<file path="src/verilog/iob_cache_pkg.sv">
`default_nettype none

package iob_cache_pkg;

   ////////////////////////////////////////
   // front-end bus widths
   ////////////////////////////////////////

   parameter int FE_ADDR_W = 30;        // word address
   parameter int FE_DATA_W = 32;        // word size
   parameter int FE_NBYTES = FE_DATA_W / 8;

   typedef logic [FE_ADDR_W-1:0] fe_addr_t;
   typedef logic [FE_DATA_W-1:0] fe_word_t;
   typedef logic [FE_NBYTES-1:0] fe_strb_t;   // all zero means read

   // stored master request, also the write-through entry
   typedef struct packed
   {
      fe_addr_t addr;
      fe_word_t wdata;
      fe_strb_t wstrb;
   } fe_req_t;

   ////////////////////////////////////////
   // state machines
   ////////////////////////////////////////

   // cache_memory control
   typedef enum logic [1:0]
   {
      ST_LOOKUP,     // tag compare on the stored request
      ST_FILL_REQ,   // miss, waiting for the buffer to drain
      ST_FILL,       // line words coming back
      ST_DONE        // answer with the filled word
   } cache_state_t;

   // back_end_native control
   typedef enum logic [1:0]
   {
      BE_IDLE,
      BE_WRITE,      // draining one buffer entry
      BE_READ        // line fill burst
   } be_state_t;

endpackage

`default_nettype wire

</file>
<file path="src/verilog/front_end.sv">
`timescale 1ns/1ps
`default_nettype none

module front_end
   import iob_cache_pkg::*;
(
   input  logic     clk,
   input  logic     reset,
   // master side
   input  logic     valid,
   input  fe_addr_t addr,
   input  fe_word_t wdata,
   input  fe_strb_t wstrb,
   output fe_word_t rdata,
   output logic     ready,
   // cache memory side
   output logic     data_valid,     // one cycle start pulse
   output fe_addr_t data_addr,      // live address for the data array
   output fe_req_t  data_req_reg,   // stored request
   input  fe_word_t data_rdata,
   input  logic     data_ready
);

   logic busy;      // request in flight
   logic capture;

   assign capture = valid && !busy;

   // live address goes straight to the synchronous data array
   assign data_addr = addr;

   always_ff @(posedge clk)
   begin
      if (reset)
      begin
         busy       <= 1'b0;
         data_valid <= 1'b0;
      end
      else
      begin
         data_valid <= capture;         // high in the lookup cycle only
         if (capture)
            busy <= 1'b1;
         else if (data_ready)
            busy <= 1'b0;               // answered, free for the next one
      end
   end

   // payload register
   always_ff @(posedge clk)
   begin
      if (capture)
      begin
         data_req_reg.addr  <= addr;
         data_req_reg.wdata <= wdata;
         data_req_reg.wstrb <= wstrb;
      end
   end

   assign ready = data_ready;
   assign rdata = data_rdata;

   // cache core only answers a request that was actually captured
   a_ready_in_flight : assert property (@(posedge clk) disable iff (reset)
      data_ready |-> busy);

endmodule

`default_nettype wire

</file>
<file path="src/verilog/cache_memory.sv">
`timescale 1ns/1ps
`default_nettype none

module cache_memory
   import iob_cache_pkg::*;
#(
   parameter int LINE_OFF_W = 4,
   parameter int WORD_OFF_W = 2
)
(
   input  logic                  clk,
   input  logic                  reset,
   // front end
   input  logic                  data_valid,
   input  fe_addr_t              data_addr,
   input  fe_req_t               data_req_reg,
   output fe_word_t              data_rdata,
   output logic                  data_ready,
   // write-through buffer
   output logic                  push,
   output fe_req_t               push_req,
   input  logic                  full,
   input  logic                  empty,
   // line replacement
   output logic                  replace_valid,
   output fe_addr_t              replace_addr,
   input  logic                  replace_ready,
   input  logic                  read_valid,
   input  logic [WORD_OFF_W-1:0] read_addr,
   input  fe_word_t              read_rdata
);

   localparam int IDX_W  = LINE_OFF_W + WORD_OFF_W;
   localparam int TAG_W  = FE_ADDR_W - IDX_W;
   localparam int NLINES = 2 ** LINE_OFF_W;
   localparam int NWORDS = 2 ** IDX_W;

   typedef logic [TAG_W-1:0]      tag_t;
   typedef logic [LINE_OFF_W-1:0] line_t;
   typedef logic [WORD_OFF_W-1:0] woff_t;
   typedef logic [IDX_W-1:0]      idx_t;

   ////////////////////////////////////////
   // storage
   ////////////////////////////////////////

   logic [NLINES-1:0] line_valid;
   tag_t              tag_mem  [NLINES];
   fe_word_t          data_mem [NWORDS];
   fe_word_t          data_rd;          // registered read of the live address

   cache_state_t state;
   logic         req_pend;              // request waiting past its lookup cycle
   fe_word_t     fill_word;             // requested word caught during fill

   // stored request split into fields
   tag_t  req_tag;
   line_t req_line;
   woff_t req_woff;
   logic  active;
   logic  is_write;
   logic  hit;

   assign req_tag  = data_req_reg.addr[FE_ADDR_W-1:IDX_W];
   assign req_line = data_req_reg.addr[IDX_W-1:WORD_OFF_W];
   assign req_woff = data_req_reg.addr[WORD_OFF_W-1:0];
   assign active   = data_valid || req_pend;
   assign is_write = |data_req_reg.wstrb;
   assign hit      = line_valid[req_line] && (tag_mem[req_line] == req_tag);

   // data array single write port
   logic     wr_en;
   idx_t     wr_idx;
   fe_word_t wr_data;
   fe_strb_t wr_strb;

   ////////////////////////////////////////
   // control outputs
   ////////////////////////////////////////

   always_comb
   begin
      push          = 1'b0;
      data_ready    = 1'b0;
      replace_valid = 1'b0;
      wr_en         = 1'b0;
      wr_idx        = {req_line, req_woff};
      wr_data       = data_req_reg.wdata;
      wr_strb       = data_req_reg.wstrb;
      case (state)
         ST_LOOKUP:
         begin
            if (active && is_write && !full)
            begin
               push       = 1'b1;      // every write goes through
               data_ready = 1'b1;
               wr_en      = hit;       // no allocate on write miss
            end
            else if (active && !is_write && hit)
               data_ready = 1'b1;
         end
         ST_FILL_REQ:
            replace_valid = empty;     // only once buffer has drained
         ST_FILL:
         begin
            replace_valid = 1'b1;
            wr_en         = read_valid;
            wr_idx        = {req_line, read_addr};
            wr_data       = read_rdata;
            wr_strb       = '1;
         end
         ST_DONE:
            data_ready = 1'b1;
         default:
            data_ready = 1'b0;
      endcase
   end

   assign push_req     = data_req_reg;
   assign replace_addr = {req_tag, req_line, {WORD_OFF_W{1'b0}}};   // line base
   assign data_rdata   = (state == ST_DONE) ? fill_word : data_rd;

   ////////////////////////////////////////
   // state machine
   ////////////////////////////////////////

   always_ff @(posedge clk)
   begin
      if (reset)
      begin
         state      <= ST_LOOKUP;
         req_pend   <= 1'b0;
         line_valid <= '0;
      end
      else
      begin
         if (data_ready)
            req_pend <= 1'b0;
         else if (data_valid)
            req_pend <= 1'b1;
         case (state)
            ST_LOOKUP:
               if (active && !is_write && !hit)
                  state <= ST_FILL_REQ;  // read miss
            ST_FILL_REQ:
               if (empty)
                  state <= ST_FILL;
            ST_FILL:
               if (replace_ready)
               begin
                  state                <= ST_DONE;
                  line_valid[req_line] <= 1'b1;
               end
            ST_DONE:
               state <= ST_LOOKUP;
            default:
               state <= ST_LOOKUP;
         endcase
      end
   end

   always_ff @(posedge clk)
   begin
      if (state == ST_FILL && replace_ready)
         tag_mem[req_line] <= req_tag;
      if (state == ST_FILL && read_valid && read_addr == req_woff)
         fill_word <= read_rdata;    // keep the word the master asked for
   end

   // byte strobed data array read every cycle with the live address
   always_ff @(posedge clk)
   begin
      if (wr_en)
         for (int b = 0; b < FE_NBYTES; b++)
            if (wr_strb[b])
               data_mem[wr_idx][8*b +: 8] <= wr_data[8*b +: 8];
      data_rd <= data_mem[data_addr[IDX_W-1:0]];
   end

   // write stalled on a full buffer keeps its request until pushed
   a_full_stall_held : assert property (@(posedge clk) disable iff (reset)
      active && is_write && full |=> active && $stable(data_req_reg));

   // buffer must stay empty for the whole fill
   a_fill_empty : assert property (@(posedge clk) disable iff (reset)
      replace_valid |-> empty);

endmodule

`default_nettype wire

</file>
<file path="src/verilog/write_through_buffer.sv">
`timescale 1ns/1ps
`default_nettype none

module write_through_buffer
   import iob_cache_pkg::*;
#(
   parameter int WTBUF_DEPTH_W = 3
)
(
   input  logic    clk,
   input  logic    reset,
   input  logic    push,
   input  fe_req_t push_req,
   input  logic    pop,
   output fe_req_t pop_req,     // oldest entry
   output logic    full,
   output logic    empty
);

   localparam int DEPTH = 2 ** WTBUF_DEPTH_W;

   typedef logic [WTBUF_DEPTH_W-1:0] ptr_t;
   typedef logic [WTBUF_DEPTH_W:0]   cnt_t;   // one extra bit for full

   fe_req_t fifo_mem [DEPTH];
   ptr_t    wr_ptr;
   ptr_t    rd_ptr;
   cnt_t    count;

   assign full    = (count == cnt_t'(DEPTH));
   assign empty   = (count == '0);
   assign pop_req = fifo_mem[rd_ptr];

   // pointers wrap naturally at the power of two depth
   always_ff @(posedge clk)
   begin
      if (reset)
      begin
         wr_ptr <= '0;
         rd_ptr <= '0;
         count  <= '0;
      end
      else
      begin
         if (push)
            wr_ptr <= wr_ptr + 1'b1;
         if (pop)
            rd_ptr <= rd_ptr + 1'b1;
         case ({push, pop})
            2'b10:   count <= count + 1'b1;
            2'b01:   count <= count - 1'b1;
            default: count <= count;     // both or neither
         endcase
      end
   end

   always_ff @(posedge clk)
   begin
      if (push)
         fifo_mem[wr_ptr] <= push_req;
   end

   a_no_pop_empty : assert property (@(posedge clk) disable iff (reset)
      pop |-> !empty);

endmodule

`default_nettype wire

</file>
<file path="src/verilog/back_end_native.sv">
`timescale 1ns/1ps
`default_nettype none

module back_end_native
   import iob_cache_pkg::*;
#(
   parameter int WORD_OFF_W = 2
)
(
   input  logic                  clk,
   input  logic                  reset,
   // write-through buffer
   input  fe_req_t               pop_req,
   input  logic                  empty,
   output logic                  pop,
   // line replacement
   input  logic                  replace_valid,
   input  fe_addr_t              replace_addr,
   output logic                  replace_ready,
   output logic                  read_valid,
   output logic [WORD_OFF_W-1:0] read_addr,
   output fe_word_t              read_rdata,
   // native memory port
   output logic                  mem_valid,
   output fe_addr_t              mem_addr,
   output fe_word_t              mem_wdata,
   output fe_strb_t              mem_wstrb,
   input  fe_word_t              mem_rdata,
   input  logic                  mem_ready
);

   typedef logic [WORD_OFF_W-1:0] woff_t;

   be_state_t state;
   woff_t     word_cnt;     // fill word index

   ////////////////////////////////////////
   // memory port drive
   ////////////////////////////////////////

   always_comb
   begin
      mem_valid     = 1'b0;
      mem_addr      = pop_req.addr;      // head entry by default
      mem_wdata     = pop_req.wdata;
      mem_wstrb     = pop_req.wstrb;
      pop           = 1'b0;
      read_valid    = 1'b0;
      replace_ready = 1'b0;
      case (state)
         BE_WRITE:
         begin
            mem_valid = 1'b1;
            pop       = mem_ready;
         end
         BE_READ:
         begin
            mem_valid     = 1'b1;
            mem_addr      = {replace_addr[FE_ADDR_W-1:WORD_OFF_W], word_cnt};
            mem_wdata     = '0;
            mem_wstrb     = '0;              // read
            read_valid    = mem_ready;
            replace_ready = mem_ready && (&word_cnt);   // last word
         end
         default:
            mem_valid = 1'b0;
      endcase
   end

   assign read_addr  = word_cnt;
   assign read_rdata = mem_rdata;

   ////////////////////////////////////////
   // state machine
   ////////////////////////////////////////

   always_ff @(posedge clk)
   begin
      if (reset)
      begin
         state    <= BE_IDLE;
         word_cnt <= '0;
      end
      else
      begin
         case (state)
            BE_IDLE:
               if (!empty)
                  state <= BE_WRITE;     // drains win over fills
               else if (replace_valid)
               begin
                  state    <= BE_READ;
                  word_cnt <= '0;
               end
            BE_WRITE:
               if (mem_ready)
                  state <= BE_IDLE;
            BE_READ:
               if (mem_ready)
               begin
                  word_cnt <= word_cnt + 1'b1;
                  if (&word_cnt)
                     state <= BE_IDLE;
               end
            default:
               state <= BE_IDLE;
         endcase
      end
   end

   // stalled transfer keeps its fields, relies on buffer head and cache request
   a_mem_stable : assert property (@(posedge clk) disable iff (reset)
      mem_valid && !mem_ready |=> mem_valid && $stable({mem_addr, mem_wdata, mem_wstrb}));

endmodule

`default_nettype wire

</file>
<file path="src/verilog/iob_cache.sv">
`timescale 1ns/1ps
`default_nettype none

module iob_cache
   import iob_cache_pkg::*;
#(
   parameter int LINE_OFF_W    = 4,   // 2**LINE_OFF_W lines
   parameter int WORD_OFF_W    = 2,   // 2**WORD_OFF_W words per line
   parameter int WTBUF_DEPTH_W = 3    // write-through buffer depth
)
(
   input  logic     clk,
   input  logic     reset,
   // master
   input  logic     valid,
   input  fe_addr_t addr,
   input  fe_word_t wdata,
   input  fe_strb_t wstrb,
   output fe_word_t rdata,
   output logic     ready,
   // memory
   output logic     mem_valid,
   output fe_addr_t mem_addr,
   output fe_word_t mem_wdata,
   output fe_strb_t mem_wstrb,
   input  fe_word_t mem_rdata,
   input  logic     mem_ready
);

   // front end to core
   logic     data_valid;
   logic     data_ready;
   fe_addr_t data_addr;
   fe_req_t  data_req_reg;
   fe_word_t data_rdata;

   // write-through path
   logic    push;
   logic    pop;
   logic    full;
   logic    empty;
   fe_req_t push_req;
   fe_req_t pop_req;

   // line fill path
   logic                  replace_valid;
   logic                  replace_ready;
   fe_addr_t              replace_addr;
   logic                  read_valid;
   logic [WORD_OFF_W-1:0] read_addr;
   fe_word_t              read_rdata;

   front_end front_end
   (
      .clk          (clk),
      .reset        (reset),
      .valid        (valid),
      .addr         (addr),
      .wdata        (wdata),
      .wstrb        (wstrb),
      .rdata        (rdata),
      .ready        (ready),
      .data_valid   (data_valid),
      .data_addr    (data_addr),
      .data_req_reg (data_req_reg),
      .data_rdata   (data_rdata),
      .data_ready   (data_ready)
   );

   cache_memory #(
      .LINE_OFF_W (LINE_OFF_W),
      .WORD_OFF_W (WORD_OFF_W)
   ) cache_memory
   (
      .clk           (clk),
      .reset         (reset),
      .data_valid    (data_valid),
      .data_addr     (data_addr),
      .data_req_reg  (data_req_reg),
      .data_rdata    (data_rdata),
      .data_ready    (data_ready),
      .push          (push),
      .push_req      (push_req),
      .full          (full),
      .empty         (empty),
      .replace_valid (replace_valid),
      .replace_addr  (replace_addr),
      .replace_ready (replace_ready),
      .read_valid    (read_valid),
      .read_addr     (read_addr),
      .read_rdata    (read_rdata)
   );

   write_through_buffer #(
      .WTBUF_DEPTH_W (WTBUF_DEPTH_W)
   ) write_through_buffer
   (
      .clk      (clk),
      .reset    (reset),
      .push     (push),
      .push_req (push_req),
      .pop      (pop),
      .pop_req  (pop_req),
      .full     (full),
      .empty    (empty)
   );

   back_end_native #(
      .WORD_OFF_W (WORD_OFF_W)
   ) back_end
   (
      .clk           (clk),
      .reset         (reset),
      .pop_req       (pop_req),
      .empty         (empty),
      .pop           (pop),
      .replace_valid (replace_valid),
      .replace_addr  (replace_addr),
      .replace_ready (replace_ready),
      .read_valid    (read_valid),
      .read_addr     (read_addr),
      .read_rdata    (read_rdata),
      .mem_valid     (mem_valid),
      .mem_addr      (mem_addr),
      .mem_wdata     (mem_wdata),
      .mem_wstrb     (mem_wstrb),
      .mem_rdata     (mem_rdata),
      .mem_ready     (mem_ready)
   );

endmodule

`default_nettype wire

</file>
<file path="config.mk">
export PLATFORM = sky130hd
export DESIGN_NAME = iob_cache
export DESIGN_NICKNAME = d
export VERILOG_FILES = /design/src/verilog/iob_cache_pkg.sv /design/src/verilog/front_end.sv /design/src/verilog/cache_memory.sv /design/src/verilog/write_through_buffer.sv /design/src/verilog/back_end_native.sv /design/src/verilog/iob_cache.sv
export SDC_FILE = /design/constraint.sdc
export NUM_CORES = 2
export LEC_CHECK = 0
export BUFFER_PORTS_ARGS = -buffer_cell sky130_fd_sc_hd__buf_2
export CAP_MARGIN = 20
export CORE_AREA = 2 2 471 473
export DETAILED_ROUTE_END_ITERATION = 10
export DIE_AREA = 0 0 473 475
export PLACE_DENSITY_LB_ADDON = 0.05
export SKIP_LAST_GASP = 1
export SLEW_MARGIN = 20
export SYNTH_ARGS = -nofsm -noshare
export SYNTH_HDL_FRONTEND = slang
export SYNTH_SLANG_ARGS = --single-unit
export TNS_END_PERCENT = 5
</file>
<file path="constraint.sdc">
create_clock -name clk -period 6.9 [get_ports clk]
set_input_delay 1.38 -clock clk [delete_from_list [all_inputs] [get_ports clk]]
set_output_delay 1.38 -clock clk [all_outputs]
set_load 0.05 [all_outputs]
</file>
==> run metrics <==
port buffer count=201; post-route cell area=0.138 sq mm; DR pass1 iterations=5; main combinational cell family by area after synthesis=multiplexers; number of antenna violations at the first check in global routing=26; Critical Path AT=5.23 ns; vias in the first global route=57,399; Max VDD drop=0.283 mV; f_max=0.151 GHz; DRC=0; Synth Area in Simple Gates=0.0347; mux share of post-synthesis cell area=0.179; via count=57,591; Sinks on Clock Net=3,132; RSZ-0062 raised after global routing=false; hold_buf cts=0; total gr overflow=0; Register Area=0.0933 sq mm; final period utilization=0.957; Post-Synth Adder-Cell Area=0.00149; Tightest Pin Transition=1.13 ns; Net Count, Synth=5,513; area delta synth->final=12.6%; Post-DP Area=0.128 sq mm; Worst-path clk slew=0.06 ns; Post-synth EDFFs=3,058; Non-Filler Instances=8,883; max reg flops=2,048; path type of the worst min-delay path=flop to flop; top flop regs=cache_memory.data_mem x2048, write_through_buffer.fifo_mem x528, cache_memory.tag_mem x384; Final ANT Viol Nets=0; worst skew pair latency=0.94 ns; Initial DRC Count=7,327; Slew headroom=0.244; final hold slack=0.467 ns; worst setup margin=0.294 ns; Most flops, register=cache_memory.data_mem; die area=0.225 sq mm; outcome=completed; pre-CTS setup slack=1.13 ns; Post-CTS Setup Inserts=0; Die Y=475 microns; minimum clock period after layout=6.61 ns; crit path launch type=flop; Routed WL per cell=33.8 microns; CORE AREA=0.219 sq mm; vias per cell=6.48; # rows=172; Syn Area/Cell=22.7 sq um; total track usage=0.270; XOR/XNOR Fraction of Synth Area=0.00236; Detailed Place HPWL=176,000 microns; I/O Pins=202; setup violators final=0; gpl congestion=0.802; P_leak=42.6 nW; power per standard cell area=307 mW/mm^2; Filler cells=14,499; Final Hold Vio Count=0; Synth Cell Area=0.123 sq mm; sequential fraction of the synthesis area=0.761; Warnings, synthesis=0; H-tree depth=5; CP max FO=59; Max-Cap Viols=0; multi-input logic area=0.0280 sq mm; Max Slew Vio Count=0; pin count of the biggest net entering global routing=91; ys async rst share=0; global-route wire length before repair=431,000 microns; FF+latch count, synth=3,132; critical path data required time=5.52 ns; kind of critical path=flop to output pin; clock skew=0.0352 ns; Cells after Synth=5,397; cts repair resizes=0; # placed instances=8,302; ratio of cells with drive above 1 in the final layout=0.344; Clock Path Buffers=4; CTS tree=built; Cell variety after synth=62; Initial Util=0.560; Main synth FF type=edfxtp_1; TritonCTS Buffers=330; Compound-Gate Fraction of Synth Area=0.00872; CP Capture Type=output pin; Root Buffer=clkbuf_16; final net count=5,882; die width=473 microns; Post-Route WL=300,000 microns
==> per-layer routing <==
| metal | wire (microns) | GRT usage | up-vias | part of all wire |
|---|---|---|---|---|
| li1 | - | - | 23604 | - |
| met1 | 126000 | 0.406 | 30942 | 0.42 |
| met2 | 142000 | 0.416 | 2597 | 0.47 |
| met3 | 24400 | 0.0478 | 434 | 0.081 |
| met4 | 7490 | 0.0672 | 14 | 0.025 |
| met5 | 103 | 0 | - | 0.00034 |
==> synthesized netlist by cell type (6+ instances only) <==
master,n,area [sq um]
nand2b_1,19,119
nor3b_1,8,60.1
and2_1,6,37.5
nor3_2,240,2400
nand3b_1,7,52.6
and4_1,8,70.1
xor2_1,12,105
a211oi_1,9,67.6
nand4_1,6,37.5
nor2b_1,17,106
buf_4,7,52.6
nor3_1,27,135
buf_2,25,125
nor4bb_1,7,70.1
mux2_2,75,845
buf_1,80,300
nor4_1,8,50.1
nand3_1,14,70.1
nand4b_1,7,61.3
a22oi_1,31,233
o21ai_0,48,240
inv_1,17,63.8
buf_6,31,349
mux2i_1,177,1770
dfxtp_1,74,1480
edfxtp_1,3058,91800
nor2_1,123,462
mux4_2,856,19300
clkbuf_1,198,743
ha_1,13,163
nand2_1,76,285
nor4b_1,6,52.6
a21oi_1,15,75.1
xnor2_1,21,184
a22o_1,13,114
==> path summary, 6_finish.rpt <==
check / from / to / slack (ns) / cells after the start
max: flop / ready / 0.29 / 11
min: cache_memory.line_valid[13]$_SDFFE_PP0P_ / cache_memory.line_valid[13]$_SDFFE_PP0P_ / 0.47 / 2
max reg2reg: flop / cache_memory.data_mem[10][16]$_DFFE_PP_ / 1.16 / 12
min reg2reg: cache_memory.line_valid[13]$_SDFFE_PP0P_ / cache_memory.line_valid[13]$_SDFFE_PP0P_ / 0.47 / 2
==> final cells by class <==
cell class / count / area share
diodes: 10 / 0.000181
flip-flops and latches: 3132 / 0.676
inverters: 17 / 0.000462
clock inverters: 163 / 0.0116
well taps: 2871 / 0.0260
clock buffers: 405 / 0.0637
repair buffers: 378 / 0.0197
multi-input cells: 1907 / 0.202
==> report_power, final <==
part	total, mW	leakage (nW)	switching (mW)	internal [mW]
combinational	3.55	9.40	2.37	1.18
sequential	21.6	28.1	0.293	21.3
clock	17.2	5.06	7.07	10.2
==> layout by cell type (no fill, tap or decap), types with 17 or more instances in the layout <==
master	netlist	routed
a22oi_1	31	31
buf_12	0	24
buf_2	25	196
buf_4	7	150
bufinv_16	0	31
clkbuf_1	198	56
clkbuf_16	0	336
clkinv_1	0	63
clkinv_2	0	41
dfxtp_1	74	67
edfxtp_1	3058	3058
inv_1	17	17
mux2_2	75	75
mux2i_1	177	177
mux4_2	856	856
nand2_1	76	68
nor2_1	123	109
nor3_1	27	21
nor3_2	240	246
o21ai_0	48	48
xnor2_1	21	21
==> worst max-delay path: stages, from the launching register on <==
cell	delay, ns
dfxtp_4	0.98
buf_4	0.47
mux4_2	0.55
mux2i_1	0.25
xnor2_1	0.10
nor2_1	0.15
a22oi_1	0.16
and4b_1	0.30
nand4_1	0.33
o21ai_0	0.54
and2_1	0.19
buf_2	0.26
==> through the flow <==
| step | TNS, ns | power [mW] | util |
|---|---|---|---|
| floorplan | -4.73 | 24.2 | - |
| global placement | 0 | 25.5 | 0.582 |
| detailed placement | 0 | 25.6 | 0.583 |
| CTS | 0 | 42.7 | 0.630 |
| global route | 0 | 43.6 | 0.630 |
| finish | 0 | 42.4 | 0.630 |
==> cells by family (layout without fill, tap and decap cells) <==
family,after synthesis,count (layout)
xor gates and xnor gates,33,33
and+or+nand+nor,601,601
buffers and inverters,358,963
DFF,3132,3132
other,0,10
adders and majority gates,14,14
muxes,1108,1108
AOI/OAI and AO/OA,151,151
Note: power is estimated with default switching activity, not from simulation.
